===== src/rtl/ft_test_pkg.sv =====
package ft_test_pkg;

    // ========================================
    // Widths
    // ========================================

    // One byte on the FIFO bus
    localparam int BYTE_W = 8;
    // Header split: command on top, length below
    localparam int CMD_W = 3;
    localparam int LEN_W = 5;
    // Payload and packet counters
    localparam int COUNT_W = 16;

    typedef logic [BYTE_W-1:0] byte_t;
    typedef logic [CMD_W-1:0] cmd_t;
    typedef logic [LEN_W-1:0] len_t;
    typedef logic [COUNT_W-1:0] count_t;

    // ========================================
    // Commands
    // ========================================

    // Host to FPGA
    localparam cmd_t CMD_HOST_START = 3'd1;
    localparam cmd_t CMD_HOST_DATA = 3'd2;
    localparam cmd_t CMD_HOST_STOP = 3'd3;
    // FPGA to host
    localparam cmd_t CMD_FPGA_DATA = 3'd4;
    localparam cmd_t CMD_FPGA_STOPPED = 3'd5;

    // Bit 4 set, two length bytes follow the header
    localparam len_t LEN_FOLLOWS = 5'b10000;
    // Test number, two length bytes, two count bytes
    localparam len_t START_PAYLOAD_LEN = 5'd5;

    // Test numbers
    localparam byte_t TEST_RECEIVE = 8'd0;
    localparam byte_t TEST_LOOPBACK = 8'd1;

    // ========================================
    // Error codes in STOPPED replies
    // ========================================

    localparam byte_t ERR_NONE = 8'd0;
    localparam byte_t ERR_INVALID_CMD = 8'd1;
    localparam byte_t ERR_INVALID_START_PAYLOAD = 8'd2;
    localparam byte_t ERR_INVALID_DATA_PAYLOAD = 8'd3;
    localparam byte_t ERR_INVALID_STOP_PAYLOAD = 8'd4;
    localparam byte_t ERR_STOP_PACKET_COUNT = 8'd5;
    localparam byte_t ERR_INVALID_TEST_NUM = 8'd6;
    localparam byte_t ERR_INVALID_TEST_DATA = 8'd7;

    // Largest reply, header included
    localparam int REPLY_DEPTH = 4;
    // Index into a reply buffer
    localparam int REPLY_IDX_W = $clog2(REPLY_DEPTH);

endpackage


===== src/rtl/frame_parser.sv =====
`timescale 1ns/100ps

module frame_parser import ft_test_pkg::*; (
    input  logic   clk,
    input  logic   reset_i,
    // Input FIFO
    input  logic   in_empty_i,
    input  byte_t  in_data_i,
    output logic   in_rd_en_o,
    // Flow control from writer and checker
    input  logic   hold_i,
    input  logic   drain_i,
    // Header strobe
    output logic   hdr_valid_o,
    output cmd_t   hdr_cmd_o,
    output len_t   hdr_len_o,
    // Payload strobe
    output logic   pay_valid_o,
    output cmd_t   pay_cmd_o,
    output byte_t  pay_byte_o,
    output count_t pay_remaining_o
);

    typedef enum logic [1:0] {
        ST_CMD,
        ST_LEN_HI,
        ST_LEN_LO,
        ST_PAYLOAD
    } frame_state_e;

    frame_state_e state;
    // Command of the packet being read
    cmd_t cur_cmd;
    // Payload bytes still to come
    count_t remaining;
    // Byte taken into the frame machine this cycle
    logic consume;

    // ========================================
    // Read pacing
    // ========================================

    // Enable for one cycle, byte is on in_data_i while it is high
    // Then one idle cycle, so at most one read per two cycles
    always_ff @(posedge clk or posedge reset_i) begin
        if (reset_i) begin
            in_rd_en_o <= 1'b0;
        end else if (in_rd_en_o) begin
            in_rd_en_o <= 1'b0;
        end else if (!in_empty_i && !hold_i) begin
            in_rd_en_o <= 1'b1;
        end
    end

    // Drain mode reads and throws away
    assign consume = in_rd_en_o && !drain_i;

    // ========================================
    // Frame machine
    // ========================================

    always_ff @(posedge clk or posedge reset_i) begin
        if (reset_i) begin
            state <= ST_CMD;
        end else if (consume) begin
            case (state)
                ST_CMD: begin
                    // Long form, length in the next two bytes
                    if (in_data_i[LEN_W-1]) begin
                        state <= ST_LEN_HI;
                    end else if (in_data_i[LEN_W-2:0] != '0) begin
                        state <= ST_PAYLOAD;
                    end
                end
                ST_LEN_HI: begin
                    state <= ST_LEN_LO;
                end
                ST_LEN_LO: begin
                    // Zero long length, no payload
                    if ({remaining[COUNT_W-1:BYTE_W], in_data_i} == '0) begin
                        state <= ST_CMD;
                    end else begin
                        state <= ST_PAYLOAD;
                    end
                end
                default: begin
                    if (remaining == count_t'(1)) begin
                        state <= ST_CMD;
                    end
                end
            endcase
        end
    end

    // Command and byte counter
    always_ff @(posedge clk) begin
        if (consume) begin
            case (state)
                ST_CMD: begin
                    cur_cmd <= in_data_i[BYTE_W-1 -: CMD_W];
                    remaining <= count_t'(in_data_i[LEN_W-2:0]);
                end
                // Big endian length
                ST_LEN_HI: remaining[COUNT_W-1:BYTE_W] <= in_data_i;
                ST_LEN_LO: remaining[BYTE_W-1:0] <= in_data_i;
                default: remaining <= remaining - count_t'(1);
            endcase
        end
    end

    // ========================================
    // Strobes, valid in the consume cycle
    // ========================================

    assign hdr_valid_o = consume && (state == ST_CMD);
    assign hdr_cmd_o = in_data_i[BYTE_W-1 -: CMD_W];
    assign hdr_len_o = in_data_i[LEN_W-1:0];

    assign pay_valid_o = consume && (state == ST_PAYLOAD);
    assign pay_cmd_o = cur_cmd;
    assign pay_byte_o = in_data_i;
    // Counts down to 1 on the last byte
    assign pay_remaining_o = remaining;

endmodule


===== src/rtl/ft_test_top.sv =====
`timescale 1ns/100ps

module ft_test_top import ft_test_pkg::*; (
    input  logic  clk,
    input  logic  reset_i,
    // Input FIFO, host to FPGA
    input  byte_t in_data_i,
    input  logic  in_empty_i,
    output logic  in_rd_en_o,
    // Output FIFO, FPGA to host
    input  logic  out_full_i,
    input  logic  out_afull_i,
    output logic  out_wr_en_o,
    output byte_t out_data_o,
    // Error LED
    output logic  err_led_o
);

    // Parser to checker
    logic hdr_valid;
    cmd_t hdr_cmd;
    len_t hdr_len;
    logic pay_valid;
    cmd_t pay_cmd;
    byte_t pay_byte;
    count_t pay_remaining;

    // Checker to writer
    logic reply_load;
    byte_t [REPLY_DEPTH-1:0] reply_bytes;
    logic halted;
    // Writer back to parser
    logic reply_busy;

    // Reader, no reads while a reply is pending
    frame_parser u_parser (
        .clk             (clk),
        .reset_i         (reset_i),
        .in_empty_i      (in_empty_i),
        .in_data_i       (in_data_i),
        .in_rd_en_o      (in_rd_en_o),
        .hold_i          (reply_busy),
        .drain_i         (halted),
        .hdr_valid_o     (hdr_valid),
        .hdr_cmd_o       (hdr_cmd),
        .hdr_len_o       (hdr_len),
        .pay_valid_o     (pay_valid),
        .pay_cmd_o       (pay_cmd),
        .pay_byte_o      (pay_byte),
        .pay_remaining_o (pay_remaining)
    );

    // Protocol and data checks
    test_checker u_checker (
        .clk             (clk),
        .reset_i         (reset_i),
        .hdr_valid_i     (hdr_valid),
        .hdr_cmd_i       (hdr_cmd),
        .hdr_len_i       (hdr_len),
        .pay_valid_i     (pay_valid),
        .pay_cmd_i       (pay_cmd),
        .pay_byte_i      (pay_byte),
        .pay_remaining_i (pay_remaining),
        .reply_load_o    (reply_load),
        .reply_bytes_o   (reply_bytes),
        .halted_o        (halted),
        .err_led_o       (err_led_o)
    );

    // Reply output
    reply_writer u_writer (
        .clk         (clk),
        .reset_i     (reset_i),
        .load_i      (reply_load),
        .bytes_i     (reply_bytes),
        .busy_o      (reply_busy),
        .out_full_i  (out_full_i),
        .out_afull_i (out_afull_i),
        .out_wr_en_o (out_wr_en_o),
        .out_data_o  (out_data_o)
    );

endmodule


===== src/rtl/reply_writer.sv =====
`timescale 1ns/100ps

module reply_writer import ft_test_pkg::*; (
    input  logic                    clk,
    input  logic                    reset_i,
    // Reply from the checker
    input  logic                    load_i,
    input  byte_t [REPLY_DEPTH-1:0] bytes_i,
    output logic                    busy_o,
    // Output FIFO
    input  logic                    out_full_i,
    input  logic                    out_afull_i,
    output logic                    out_wr_en_o,
    output byte_t                   out_data_o
);

    byte_t [REPLY_DEPTH-1:0] reply_q;
    // Next byte and last byte of the reply
    logic [REPLY_IDX_W-1:0] idx;
    logic [REPLY_IDX_W-1:0] last_idx;
    logic pending;
    logic can_write;

    // Room in the output FIFO
    assign can_write = !out_full_i && !out_afull_i;

    // Busy from the load cycle on
    assign busy_o = load_i || pending;

    // ========================================
    // Write control
    // ========================================

    always_ff @(posedge clk or posedge reset_i) begin
        if (reset_i) begin
            pending <= 1'b0;
            idx <= '0;
            out_wr_en_o <= 1'b0;
        end else begin
            out_wr_en_o <= 1'b0;
            if (load_i) begin
                pending <= 1'b1;
                // Header goes out straight away if there is room
                if (can_write) begin
                    out_wr_en_o <= 1'b1;
                    idx <= REPLY_IDX_W'(1);
                end else begin
                    idx <= '0;
                end
            end else if (pending && can_write) begin
                out_wr_en_o <= 1'b1;
                idx <= idx + 1'b1;
                if (idx == last_idx) begin
                    pending <= 1'b0;
                end
            end
        end
    end

    // Reply bytes and output data
    always_ff @(posedge clk) begin
        if (load_i) begin
            reply_q <= bytes_i;
            // Length field counts bytes after the header
            last_idx <= bytes_i[0][REPLY_IDX_W-1:0];
            if (can_write) begin
                out_data_o <= bytes_i[0];
            end
        end else if (pending && can_write) begin
            out_data_o <= reply_q[idx];
        end
    end

endmodule


===== src/rtl/test_checker.sv =====
`timescale 1ns/100ps

module test_checker import ft_test_pkg::*; (
    input  logic                    clk,
    input  logic                    reset_i,
    // Header strobe
    input  logic                    hdr_valid_i,
    input  cmd_t                    hdr_cmd_i,
    input  len_t                    hdr_len_i,
    // Payload strobe
    input  logic                    pay_valid_i,
    input  cmd_t                    pay_cmd_i,
    input  byte_t                   pay_byte_i,
    input  count_t                  pay_remaining_i,
    // Reply to the writer, byte 0 is the header
    output logic                    reply_load_o,
    output byte_t [REPLY_DEPTH-1:0] reply_bytes_o,
    // Status
    output logic                    halted_o,
    output logic                    err_led_o
);

    // Test state
    byte_t test_num;
    count_t pkt_count;
    count_t rx_packets;
    byte_t expected;

    // Reply decision for this cycle
    logic rep_fail;
    logic rep_ok;
    logic rep_echo;
    byte_t [REPLY_DEPTH-1:0] rep_bytes;

    // Header plus up to three bytes, unused tail is zero
    function automatic byte_t [REPLY_DEPTH-1:0] make_reply(
        input cmd_t  cmd,
        input len_t  len,
        input byte_t b1,
        input byte_t b2,
        input byte_t b3
    );
        byte_t [REPLY_DEPTH-1:0] r;
        r[0] = {cmd, len};
        r[1] = b1;
        r[2] = b2;
        r[3] = b3;
        return r;
    endfunction

    // ========================================
    // Reply decision
    // ========================================

    always_comb begin
        rep_fail = 1'b0;
        rep_ok = 1'b0;
        rep_echo = 1'b0;
        rep_bytes = '0;

        if (hdr_valid_i) begin
            case (hdr_cmd_i)
                CMD_HOST_START: begin
                    if (hdr_len_i != START_PAYLOAD_LEN) begin
                        rep_fail = 1'b1;
                        // Echo the length we got
                        rep_bytes = make_reply(CMD_FPGA_STOPPED, len_t'(2),
                            ERR_INVALID_START_PAYLOAD, byte_t'(hdr_len_i), '0);
                    end
                end
                CMD_HOST_DATA: begin
                    if (hdr_len_i != LEN_FOLLOWS) begin
                        rep_fail = 1'b1;
                        rep_bytes = make_reply(CMD_FPGA_STOPPED, len_t'(2),
                            ERR_INVALID_DATA_PAYLOAD, byte_t'(hdr_len_i), '0);
                    end
                end
                CMD_HOST_STOP: begin
                    if (hdr_len_i != '0) begin
                        rep_fail = 1'b1;
                        rep_bytes = make_reply(CMD_FPGA_STOPPED, len_t'(2),
                            ERR_INVALID_STOP_PAYLOAD, byte_t'(hdr_len_i), '0);
                    end else if (rx_packets == pkt_count) begin
                        // Test passed
                        rep_ok = 1'b1;
                        rep_bytes = make_reply(CMD_FPGA_STOPPED, len_t'(1),
                            ERR_NONE, '0, '0);
                    end else begin
                        // Report packets actually seen
                        rep_fail = 1'b1;
                        rep_bytes = make_reply(CMD_FPGA_STOPPED, len_t'(3),
                            ERR_STOP_PACKET_COUNT,
                            rx_packets[COUNT_W-1:BYTE_W], rx_packets[BYTE_W-1:0]);
                    end
                end
                default: begin
                    rep_fail = 1'b1;
                    rep_bytes = make_reply(CMD_FPGA_STOPPED, len_t'(1),
                        ERR_INVALID_CMD, '0, '0);
                end
            endcase
        end else if (pay_valid_i) begin
            case (pay_cmd_i)
                CMD_HOST_START: begin
                    // First START byte is the test number
                    if (pay_remaining_i == count_t'(5) &&
                        pay_byte_i != TEST_RECEIVE && pay_byte_i != TEST_LOOPBACK) begin
                        rep_fail = 1'b1;
                        rep_bytes = make_reply(CMD_FPGA_STOPPED, len_t'(2),
                            ERR_INVALID_TEST_NUM, pay_byte_i, '0);
                    end
                end
                CMD_HOST_DATA: begin
                    if (pay_byte_i != expected) begin
                        // Actual then expected
                        rep_fail = 1'b1;
                        rep_bytes = make_reply(CMD_FPGA_STOPPED, len_t'(3),
                            ERR_INVALID_TEST_DATA, pay_byte_i, expected);
                    end else if (test_num == TEST_LOOPBACK) begin
                        rep_echo = 1'b1;
                        rep_bytes = make_reply(CMD_FPGA_DATA, len_t'(1),
                            pay_byte_i, '0, '0);
                    end
                end
                // STOP carries no payload
                default: ;
            endcase
        end
    end

    // ========================================
    // State update
    // ========================================

    always_ff @(posedge clk or posedge reset_i) begin
        if (reset_i) begin
            test_num <= TEST_RECEIVE;
            pkt_count <= '0;
            rx_packets <= '0;
            expected <= '0;
            reply_load_o <= 1'b0;
            halted_o <= 1'b0;
            err_led_o <= 1'b0;
        end else begin
            reply_load_o <= rep_fail || rep_ok || rep_echo;
            // Stays set until reset
            if (rep_fail || rep_ok) begin
                halted_o <= 1'b1;
            end
            if (rep_fail) begin
                err_led_o <= 1'b1;
            end

            if (hdr_valid_i) begin
                if (hdr_cmd_i == CMD_HOST_START) begin
                    rx_packets <= '0;
                    expected <= '0;
                end else if (hdr_cmd_i == CMD_HOST_DATA && hdr_len_i == LEN_FOLLOWS) begin
                    rx_packets <= rx_packets + count_t'(1);
                end
            end

            if (pay_valid_i) begin
                if (pay_cmd_i == CMD_HOST_START) begin
                    // Bytes 4 and 3 are the unused length
                    case (pay_remaining_i)
                        count_t'(5): test_num <= pay_byte_i;
                        count_t'(2): pkt_count[COUNT_W-1:BYTE_W] <= pay_byte_i;
                        count_t'(1): pkt_count[BYTE_W-1:0] <= pay_byte_i;
                        default: ;
                    endcase
                end else if (pay_cmd_i == CMD_HOST_DATA && pay_byte_i == expected) begin
                    expected <= expected + byte_t'(1);
                end
            end
        end
    end

    // Reply buffer
    always_ff @(posedge clk) begin
        if (rep_fail || rep_ok || rep_echo) begin
            reply_bytes_o <= rep_bytes;
        end
    end

endmodule


===== config.mk =====
export PLATFORM = sky130hd
export DESIGN_NAME = ft_test_top
export DESIGN_NICKNAME = d
export VERILOG_FILES = /design/src/rtl/ft_test_pkg.sv /design/src/rtl/frame_parser.sv /design/src/rtl/ft_test_top.sv /design/src/rtl/reply_writer.sv /design/src/rtl/test_checker.sv
export SDC_FILE = /design/constraint.sdc
export NUM_CORES = 1
export LEC_CHECK = 0
export BUFFER_PORTS_ARGS = -buffer_cell sky130_fd_sc_hd__buf_4
export CORE_ASPECT_RATIO = 0.9
export CORE_UTILIZATION = 40
export CTS_BUF_LIST = sky130_fd_sc_hd__clkbuf_4 sky130_fd_sc_hd__clkbuf_8
export DETAILED_ROUTE_END_ITERATION = 8
export MAX_ROUTING_LAYER = met4
export SYNTH_ARGS = -nofsm -noshare
export SYNTH_HDL_FRONTEND = slang
export SYNTH_SLANG_ARGS = --single-unit

===== constraint.sdc =====
create_clock -name clk -period 4.49 [get_ports clk]
set_input_delay 0.6735 -clock clk [delete_from_list [all_inputs] [get_ports clk]]
set_output_delay 0.6735 -clock clk [all_outputs]
set_load 0.005 [all_outputs]

* Word-level counts from Yosys, hierarchy flattened
Index checks and enable logic that the tools add are counted.
Operators by class: equality and inequality tests 22, divide/modulo/power cells 0, bitwise gates (word level) 2, multiply operators 0, magnitude comparators 1, shifts and indexed selects 0, reductions and logical operators 37, add/subtract/negate cells 4, mux-type cells 60
Operators with widths (count):
- $mux W32 | 5
- $pmux W32 S3 | 1
- $mux W8 | 9
- $pmux W32 S2 | 1
- $mux W16 | 3
- $pmux W8 S3 | 2
- $mux W21 | 2
- $mux W1 | 26
- $mux W24 | 1
- $add A16 B1 Y16 const B | 1
- $bmux W8 S2 | 1
- $eq A16 B1 Y1 const B | 1
- $eq A16 B16 Y1 | 1
- $eq A16 B2 Y1 const B | 1
- $eq A16 B3 Y1 const B | 1
- $logic_not A16 Y1 | 1
- $sub A16 B1 Y16 const B | 1
- $mux W2 | 6
- $reduce_and A2 Y1 | 6
- $reduce_and A3 Y1 | 4
- $logic_and A1 B1 Y1 | 10
- $eq A3 B2 Y1 const B | 3
- $add A8 B1 Y8 const B | 1
- $eq A8 B1 Y1 const B | 1
- 25 further kinds | 37
Storage, ports and cells: bits in writable memories 0, logic and storage cells 152, memory bits (read-only) 0, bits of input ports 13, bits in latches 0, register bits 151, memories kept 0

* Longest topological paths before layout
Gate-level depths: netlist of the first run.
word-level depth 9, gate-level depth with buffers 9, gate-level depth less buffers 7

* Cells and area by module
From an unflattened synthesis of the first run, not the netlist that was laid out.
Unflattened totals: cells, all modules 603, area, all modules 7404.6 sq um
Modules (own cells, without submodules):
- test_checker | cells each 360, times used 1, seq. area each 2117.0 sq um, area an instance 4152.7 sq um
- reply_writer | cells each 97, times used 1, seq. area each 1301.2 sq um, area an instance 1765.4 sq um
- frame_parser | cells each 146, times used 1, seq. area each 645.6 sq um, area an instance 1486.4 sq um

* Worst setup path before layout of the first run
No wires, ideal clock.
path kind in2reg, start point input in_data_i[0], end point register u_checker.reply_bytes_o[0] in the netlist's numbering, enable pin, setup time 0.457 ns, path slack 1.402 ns, arrival time 2.630 ns, required time 4.033 ns, cell stages on the path 6, cell sequence clkbuf_1 -> nor4_1 -> nand3_1 -> a2bb2oi_1 -> o21ai_0 -> nand2_1
Between the ends: word-level cells in the longest chain between the ends 9, elaborated cells on any way between the ends 26, those cells by class 4 x eq/ne; 16 x mux; 6 x reduce/logical
RTL lines:
- start: declaration | RTL line ft_test_top.sv:7 | input byte_t in_data_i,
- $reduce_bool A8 Y1 | RTL line test_checker.sv:107 | pay_byte_i != TEST_RECEIVE && pay_byte_i != TEST_LOOPBACK) begin
- $logic_and A1 B1 Y1 | RTL line test_checker.sv:106 | if (pay_remaining_i == count_t'(5) &&
- $logic_and A1 B1 Y1 | RTL line test_checker.sv:107
- $mux W1 | RTL line test_checker.sv:106
- $pmux W1 S2 | RTL line test_checker.sv:103 | case (pay_cmd_i)
- $mux W1 | RTL line test_checker.sv:102 | end else if (pay_valid_i) begin
- $mux W1 | RTL line test_checker.sv:61 | if (hdr_valid_i) begin
- $logic_or A1 B1 Y1 | RTL line test_checker.sv:181 | if (rep_fail || rep_ok || rep_echo) begin
- $logic_or A1 B1 Y1 * | RTL line test_checker.sv:181
- end signal: assignment | RTL line test_checker.sv:182 | reply_bytes_o <= rep_bytes;
- end: declaration | RTL line test_checker.sv:17 | output byte_t [REPLY_DEPTH-1:0] reply_bytes_o,
Every way passes the cells marked *; elsewhere a longest branch is shown, timed or not. A chain may end at the register's enable or synchronous reset.

* Final worst setup path of the first run
start point register u_parser.state[0], end point register u_checker.reply_bytes_o[25] in the netlist's numbering, enable pin
Between the ends: word-level cells in the longest chain between the ends 6, elaborated cells on any way between the ends 11, those cells by class 1 x eq/ne; 5 x mux; 5 x reduce/logical
RTL lines:
- start: declaration | RTL line frame_parser.sv:31 | frame_state_e state;
- start signal: assignment | RTL line frame_parser.sv:64 | state <= ST_CMD;
- start signal: assignment | RTL line frame_parser.sv:70 | state <= ST_LEN_HI;
- start signal: assignment | RTL line frame_parser.sv:72 | state <= ST_PAYLOAD;
- $eq A2 B2 Y1 | RTL line frame_parser.sv:119 | assign pay_valid_o = consume && (state == ST_PAYLOAD);
- $logic_and A1 B1 Y1 | RTL line frame_parser.sv:119
- $mux W1 | RTL line test_checker.sv:102
- $mux W1 | RTL line test_checker.sv:61
- $logic_or A1 B1 Y1 | RTL line test_checker.sv:181
- $logic_or A1 B1 Y1 * | RTL line test_checker.sv:181
Marks and branches as above.

==> run summary, run 1 <==
Status: complete, but fails checks
Failing checks: design-rule violations
Worst Path Required: 4590 ps
Core area: 16350 sq um
Crit path to: u_checker.reply_bytes_o[25]
Worst R2R Start: u_parser.state[0]
Vias in the first global route: 4439
Synth Cell Area: 6782 sq um
R2r endpoint: u_checker.reply_bytes_o[25]
Iter 0 DRT Violations: 410
Share of the synthesized area in the top cell type: 36.75%
Startpoint Class: register
Vias per cell: 5.596
Ys async rst share: 41.13%
Rows: 44
IO Port Bufs: 23
DP HPWL: 10310 um
Minimum clock period after layout: 3162 ps
Num CTS Buffers: 17
First-pass GRT wire length: 24030 um
Share of layout cells above drive strength 1: 18.38%
GPL Wtd Cong: 0.8934
Worst-margin pin slew: 1056 ps
Global Route Usage Sum: 18.60%
CP startpoint: u_parser.state[0]
CTS tree: built
Non-filler cells, final: 789
Hold Vio Cnt, Final: 0
Fin. max-slew vios: 0
Drt drc: 5
Initial cell density of the core: 41.48%
Worst relative slew slack: 29.45%
Setup slack, reg-to-reg: 1330 ps
Fill count: 1462
Layout Nets: 593
Largest net degree at the start of global routing: 37
Primary FF master, synth: edfxtp_1
Count leader, synth: edfxtp_1
Critical path buffers and inverters: 2
WL final: 14750 um
Post-synth top area cell: edfxtp_1
Max Cap Viol: 0
Root buf cell: clkbuf_8
Synth warnings: 0
Gr ovfl total: 0
Mapped Nets: 576
Die Y: 125.5 um
Clk buf depth: 2
FF-to-FF path depth: 7
Drt pass-1 iters: 7
CP Class: reg2reg
Crit. End Element: register
Core Util, Final: 45.87%
Post-Syn Area per Cell: 12.26 sq um
Critical path data arrival time: 3260 ps
Detailed-route via count: 4415
Post-CTS sizing: 0
Dominant cells by area after synthesis: edfxtp_1 (37%), dfrtp_1 (21%), mux2_2 (6.3%), xor2_1 (4.0%), xnor2_1 (3.0%)
Synth top cells by count: edfxtp_1 (83), dfrtp_1 (58), mux2_2 (38)
Leakage: 2.875 nW
Ordered list of cells on the worst path: inv_1 > ha_1 > nor4b_1 > a21boi_1 > a211oi_1 > nand2_1 > buf_4
Area of the die: 17480 sq um
Fin crit share: 70.42%
WL met2: 6798 um
Slowest CP cell: a21boi_1
Met3 wire length: 861 um
Clock sinks: 141
DR WL/cell: 18.70 um
Layout area overhead: 10.59%
Setup TNS: 0 ps
Seq cells post-synth: 141
Worst Path Max Fanout: 29
CP top delay family: compound AO/OA/AOI/OAI gates
Post-route ant nets: 0
H-Tree Depth: 4
Slowest stage delay, CP: 900 ps
Initial antenna violation count: 0
Die width: 139.3 um
Number of library cell types mapped by synthesis: 58
Top Metal Used: met4
Clk_skew: 15.59 ps
Post-synthesis cell count: 553
Hold WC Path Type: in2async
Clk_lat worst skew: 440 ps
Post-CTS setup buffer count: 0
Ports: 24
Fmax: 0.3163 GHz
VDD IR max: 0.2837 mV
Hold Buf Count CTS: 0
Clk slew on worst S/H paths: 80 ps
Post-synth EDFFs: 83
Power Density: 410.1 nW/um^2
RSZ-0062 raised after global routing: no
Dpl cells: 758
Sequential share of the synthesized area: 58.15%
Final setup fails: 0
Levels on crit path: 7
Wl on met1: 6920 um
Inserted Diodes: 0
[per-layer routing]
metal | vias up | track usage (%)
met2 | 131 | 27.87
met3 | 18 | 5.017
met5 | - | -
li1 | 2071 | -
met1 | 2195 | 24.66
met4 | 0 | 5.425
[kinds of logic (layout without fill, tap and decap cells)]
| logic type | count (synthesis) | in the layout | share of synthesized area (%) |
|---|---|---|---|
| AND/OR/NAND/NOR | 173 | 173 | 13.91 |
| adder cells (fa/ha/maj) | 10 | 10 | 1.845 |
| flip-flops | 141 | 141 | 58.15 |
| XOR/XNOR | 54 | 54 | 6.974 |
| multiplexers | 45 | 45 | 8.081 |
| buffers and inverters | 46 | 75 | 2.546 |
| AO/OA/AOI/OAI | 84 | 84 | 8.487 |
[sequential cells by signal, indices dropped and copies added, names as in the netlist]
signal / cells
u_parser.in_rd_en_o: 1
u_writer.out_wr_en_o: 1
u_checker.pkt_count: 16
u_checker.rx_packets: 16
u_parser.pay_cmd_o: 3
u_checker.reply_load_o: 1
u_writer.last_idx: 1
u_checker.expected: 8
u_parser.pay_remaining_o: 16
u_writer.reply_q: 27
u_checker.test_num: 8
u_writer.pending: 1
u_checker.reply_bytes_o: 28
u_checker.err_led_o: 1
u_parser.state: 2
u_checker.halted_o: 1
u_writer.out_data_o: 8
u_writer.idx: 2
[power by group]
part	leakage (nW)	switching, mW	internal [mW]
combinational	1.18	0.265	0.233
clock	0.186	0.461	0.489
sequential	1.51	0.112	1.52
[layout by cell type, fill, tap and decap left out, types with 3 or more instances in the layout]
master	instances
mux2_2	38
nand3_1	14
and3_1	8
nor3b_1	3
o21ai_0	26
ha_1	10
a22o_1	15
a21oi_1	9
dfrtp_1	58
and2_1	6
nand3b_1	4
nor2_1	36
nor4_1	17
nand2b_1	4
clkbuf_8	17
clkinv_2	3
mux2i_1	3
nor4b_1	3
xnor2_1	23
or4_1	6
a22oi_1	4
a211oi_1	5
or3_1	3
o31ai_1	3
clkinv_1	4
nand4_1	5
edfxtp_1	83
inv_1	16
nor2b_1	7
xor2_1	31
nor3_1	9
mux4_2	4
o22ai_1	3
buf_4	27
nand2_1	36
[through the flow]
step / area [sq um] / power (mW) / worst slack (ps) / hold WS [ps]
floorplan: 6782 / 2.004 / 1402 / 400.3
CTS: 7500 / 3.105 / 1380 / 253.9
detailed placement: 7134 / 2.154 / 1389 / 407.5
finish: 7500 / 3.076 / 1328 / 264.9
global placement: 7134 / 2.141 / 1465 / 408.9
global route: 7500 / 3.228 / 1015 / 274.3
[layout make-up]
class,instances,area (sq um),area share [%]
Sequential cell,141,3944,52.59
Clock inverter,13,123.9,1.652
Clock buffer,18,241.5,3.220
Timing Repair Buffer,27,202.7,2.703
Tap cell,207,259.0,3.453
Inverter,17,63.81,0.8509
Multi-Input combinational cell,366,2665,35.54
[how the worst min path moves through the flow]
stage          cells past startpoint                      end                        start
4_1_cts                            2  u_checker.rx_packets[9]                      reset_i
6_report                           2  u_checker.rx_packets[9]                      reset_i
2_1_floorplan                      0     u_writer.reply_q[10]  u_checker.reply_bytes_o[10]
3_3_place_gp                       0     u_writer.reply_q[16]  u_checker.reply_bytes_o[16]
5_1_grt                            2  u_checker.rx_packets[9]                      reset_i
3_5_place_dp                       0     u_writer.reply_q[14]  u_checker.reply_bytes_o[14]
No activity file was read; power rests on OpenSTA's default activity.
==> run 2: changes to the inputs <==
==> constraint.sdc (replaced) <==
create_clock -name clk -period 3.25 [get_ports clk]
set_input_delay 0.4875 -clock clk [delete_from_list [all_inputs] [get_ports clk]]
set_output_delay 0.4875 -clock clk [all_outputs]
set_load 0.005 [all_outputs]
==> run summary, run 2 (synthesis results as in run 1) <==
Status: complete, but fails checks
Failing checks: design-rule violations
Largest net degree at the start of global routing: 33 (-11%)
Cell Area, Placed: 7217 sq um (+1.2%)
Final setup fails: 0 (unchanged)
Ordered list of cells on the worst path: or4_4 > or4_4 > nor3_4 > a211oi_1 > nand2_1 > buf_4
DP HPWL: 10280 um (-0.30%)
Fin crit share: 83.01% (+13 points)
Commonest cells after routing, fill and taps aside: edfxtp_1 (83), dfrtp_1 (58), mux2_2 (38), buf_4 (38)
Core area: 16350 sq um (unchanged)
IO Port Bufs: 23 (unchanged)
Rows: 44 (unchanged)
Clk_skew: 13.31 ps (-2.281 ps)
Core Util, Final: 46.75% (+0.88 points)
Slowest CP cell: or4_4
Clk slew on worst S/H paths: 80 ps (about the same)
Clk buf depth: 2 (unchanged)
Critical path data arrival time: 2820 ps (-440 ps)
CP Class: reg2reg
Hold WC Path Type: in2async
Worst Path Required: 3370 ps (-1220 ps)
CTS tree: built
Worst-margin pin slew: 735.5 ps (-320.5 ps)
Crit. End Element: register
Max reg flops: 28 (unchanged)
Clk_lat worst skew: 450 ps (about the same)
GPL Wtd Cong: 0.8567 (-4.1%)
Global Route Usage Sum: 18.63% (+0.028 points)
Layout Nets: 604 (+1.9%)
H-Tree Depth: 4 (unchanged)
Post-route ant nets: 0 (unchanged)
Hold Buf Count CTS: 0 (unchanged)
Root buf cell: clkbuf_8
Fin. max-slew vios: 0 (unchanged)
RSZ-0062 raised after global routing: no
Worst Path Max Fanout: 29 (unchanged)
Share of layout cells above drive strength 1: 20.71% (+2.3 points)
Minimum clock period after layout: 2698 ps (-464.0 ps)
Largest register by flop count: u_checker.reply_bytes_o
P_int: 3.205 mW (+43%)
Gr ovfl total: 0 (unchanged)
Regs by FF count: u_checker.reply_bytes_o x28, u_writer.reply_q x27
Initial cell density of the core: 41.48% (unchanged)
Combinational share of power: 15.9% (-0.3 points)
Slowest stage delay, CP: 610 ps (-290 ps)
Clock sinks: 141 (unchanged)
Num CTS Buffers: 17 (unchanged)
Vias in the first global route: 4450 (+0.25%)
Hold Vio Cnt, Final: 0 (unchanged)
DR WL/cell: 18.36 um (-1.8%)
Power Density: 580.4 nW/um^2 (+42%)
Fill count: 1450 (-0.82%)
Dpl cells: 769 (+1.5%)
Detailed-route via count: 4432 (+0.39%)
Area of the die: 17480 sq um (unchanged)
Leading cell type in the layout, fill and taps excluded: edfxtp_1
Die Y: 125.5 um (unchanged)
VDD IR max: 0.3341 mV (+18%)
Initial antenna violation count: 0 (unchanged)
Vias per cell: 5.533 (-1.1%)
Max Cap Viol: 0 (unchanged)
Fmax: 0.3707 GHz (+17%)
Leakage: 2.956 nW (+2.8%)
Non-filler cells, final: 801 (+1.5%)
Inserted Diodes: 0 (unchanged)
Setup TNS: 0 ps (unchanged)
Startpoint Class: register
Drt pass-1 iters: 7 (unchanged)
Layout area overhead: 12.71%
Ports: 24 (unchanged)
Final Cell Area: 7644 sq um (+1.9%)
Die width: 139.3 um (unchanged)
Worst hold margin: 115.2 ps (-149.7 ps)
Iter 0 DRT Violations: 303 (-26%)
Seq pwr share: 50.5% (-2.4 points)
Post-CTS sizing: 0 (unchanged)
Sw Pwr: 1.231 mW (+47%)
Switching share of total power: 27.75% (+0.51 points)
WL final: 14700 um (-0.33%)
Worst relative slew slack: 50.28% (+21 points)
First-pass GRT wire length: 24010 um (about the same)
Crit path top cell by count: or4_4
Clk pwr share: 33.5% (+2.6 points)
Drt drc: 5 (unchanged)
Post-CTS setup buffer count: 0 (unchanged)
[run 2: area by class of cell]
class / instances / area (sq um) / area share (%)
Multi-Input combinational cell: 366 / 2665 / 34.87
Tap cell: 207 / 259.0 / 3.388
Sequential cell: 141 / 3944 / 51.60
Clock buffer: 18 / 241.5 / 3.159
Clock inverter: 14 / 185.2 / 2.423
Timing Repair Buffer: 38 / 285.3 / 3.732
Inverter: 17 / 63.81 / 0.8348
[run 2: final timing paths]
| path | from | to | slack [ps] | cells after the start |
|---|---|---|---|---|
| hold / removal | reset_i | u_checker.rx_packets[4] | 120 | 2 |
| hold reg to reg | u_checker.reply_bytes_o[12] | u_writer.reply_q[12] | 420 | 0 |
| max in group asynchronous | reset_i | u_checker.test_num[6] | 2280 | 3 |
| min in group clk | in_empty_i | u_parser.in_rd_en_o | 180 | 2 |
| setup / recovery | u_parser.pay_remaining_o[4] | u_checker.reply_bytes_o[22] | 550 | 6 |
| setup reg to reg | u_parser.pay_remaining_o[4] | u_checker.reply_bytes_o[22] | 550 | 6 |
[run 2: power by group through the flow]
stage	Sequential, mW	Combinational (mW)	Clock, mW
floorplan	2.21	0.558	0
global placement	2.28	0.684	0
detailed placement	2.28	0.709	0
CTS	2.24	0.709	1.53
global route	2.26	0.794	1.60
finish	2.24	0.707	1.49
[run 2: through the flow]
stage / setup WS (ps) / total power, mW
floorplan: 191.8 / 2.769
global placement: 612.3 / 2.960
detailed placement: 569.8 / 2.991
CTS: 568.9 / 4.483
global route: 464.4 / 4.660
finish: 552.1 / 4.437
[run 2: critical path, delay by kind of cell (launching register included)]
kind            cells  cell delay, ps
flops               1             460
buf+inv             1             320
simple gates        4            1440
compound gates      1             150
[run 2: layer usage]
layer	vias up	GRT usage (%)	part of all wire, %
met5	-	-	0
met3	20	4.711	5.1
met2	139	27.46	46
li1	2091	-	-
met4	0	7.059	1.8
met1	2182	24.68	48
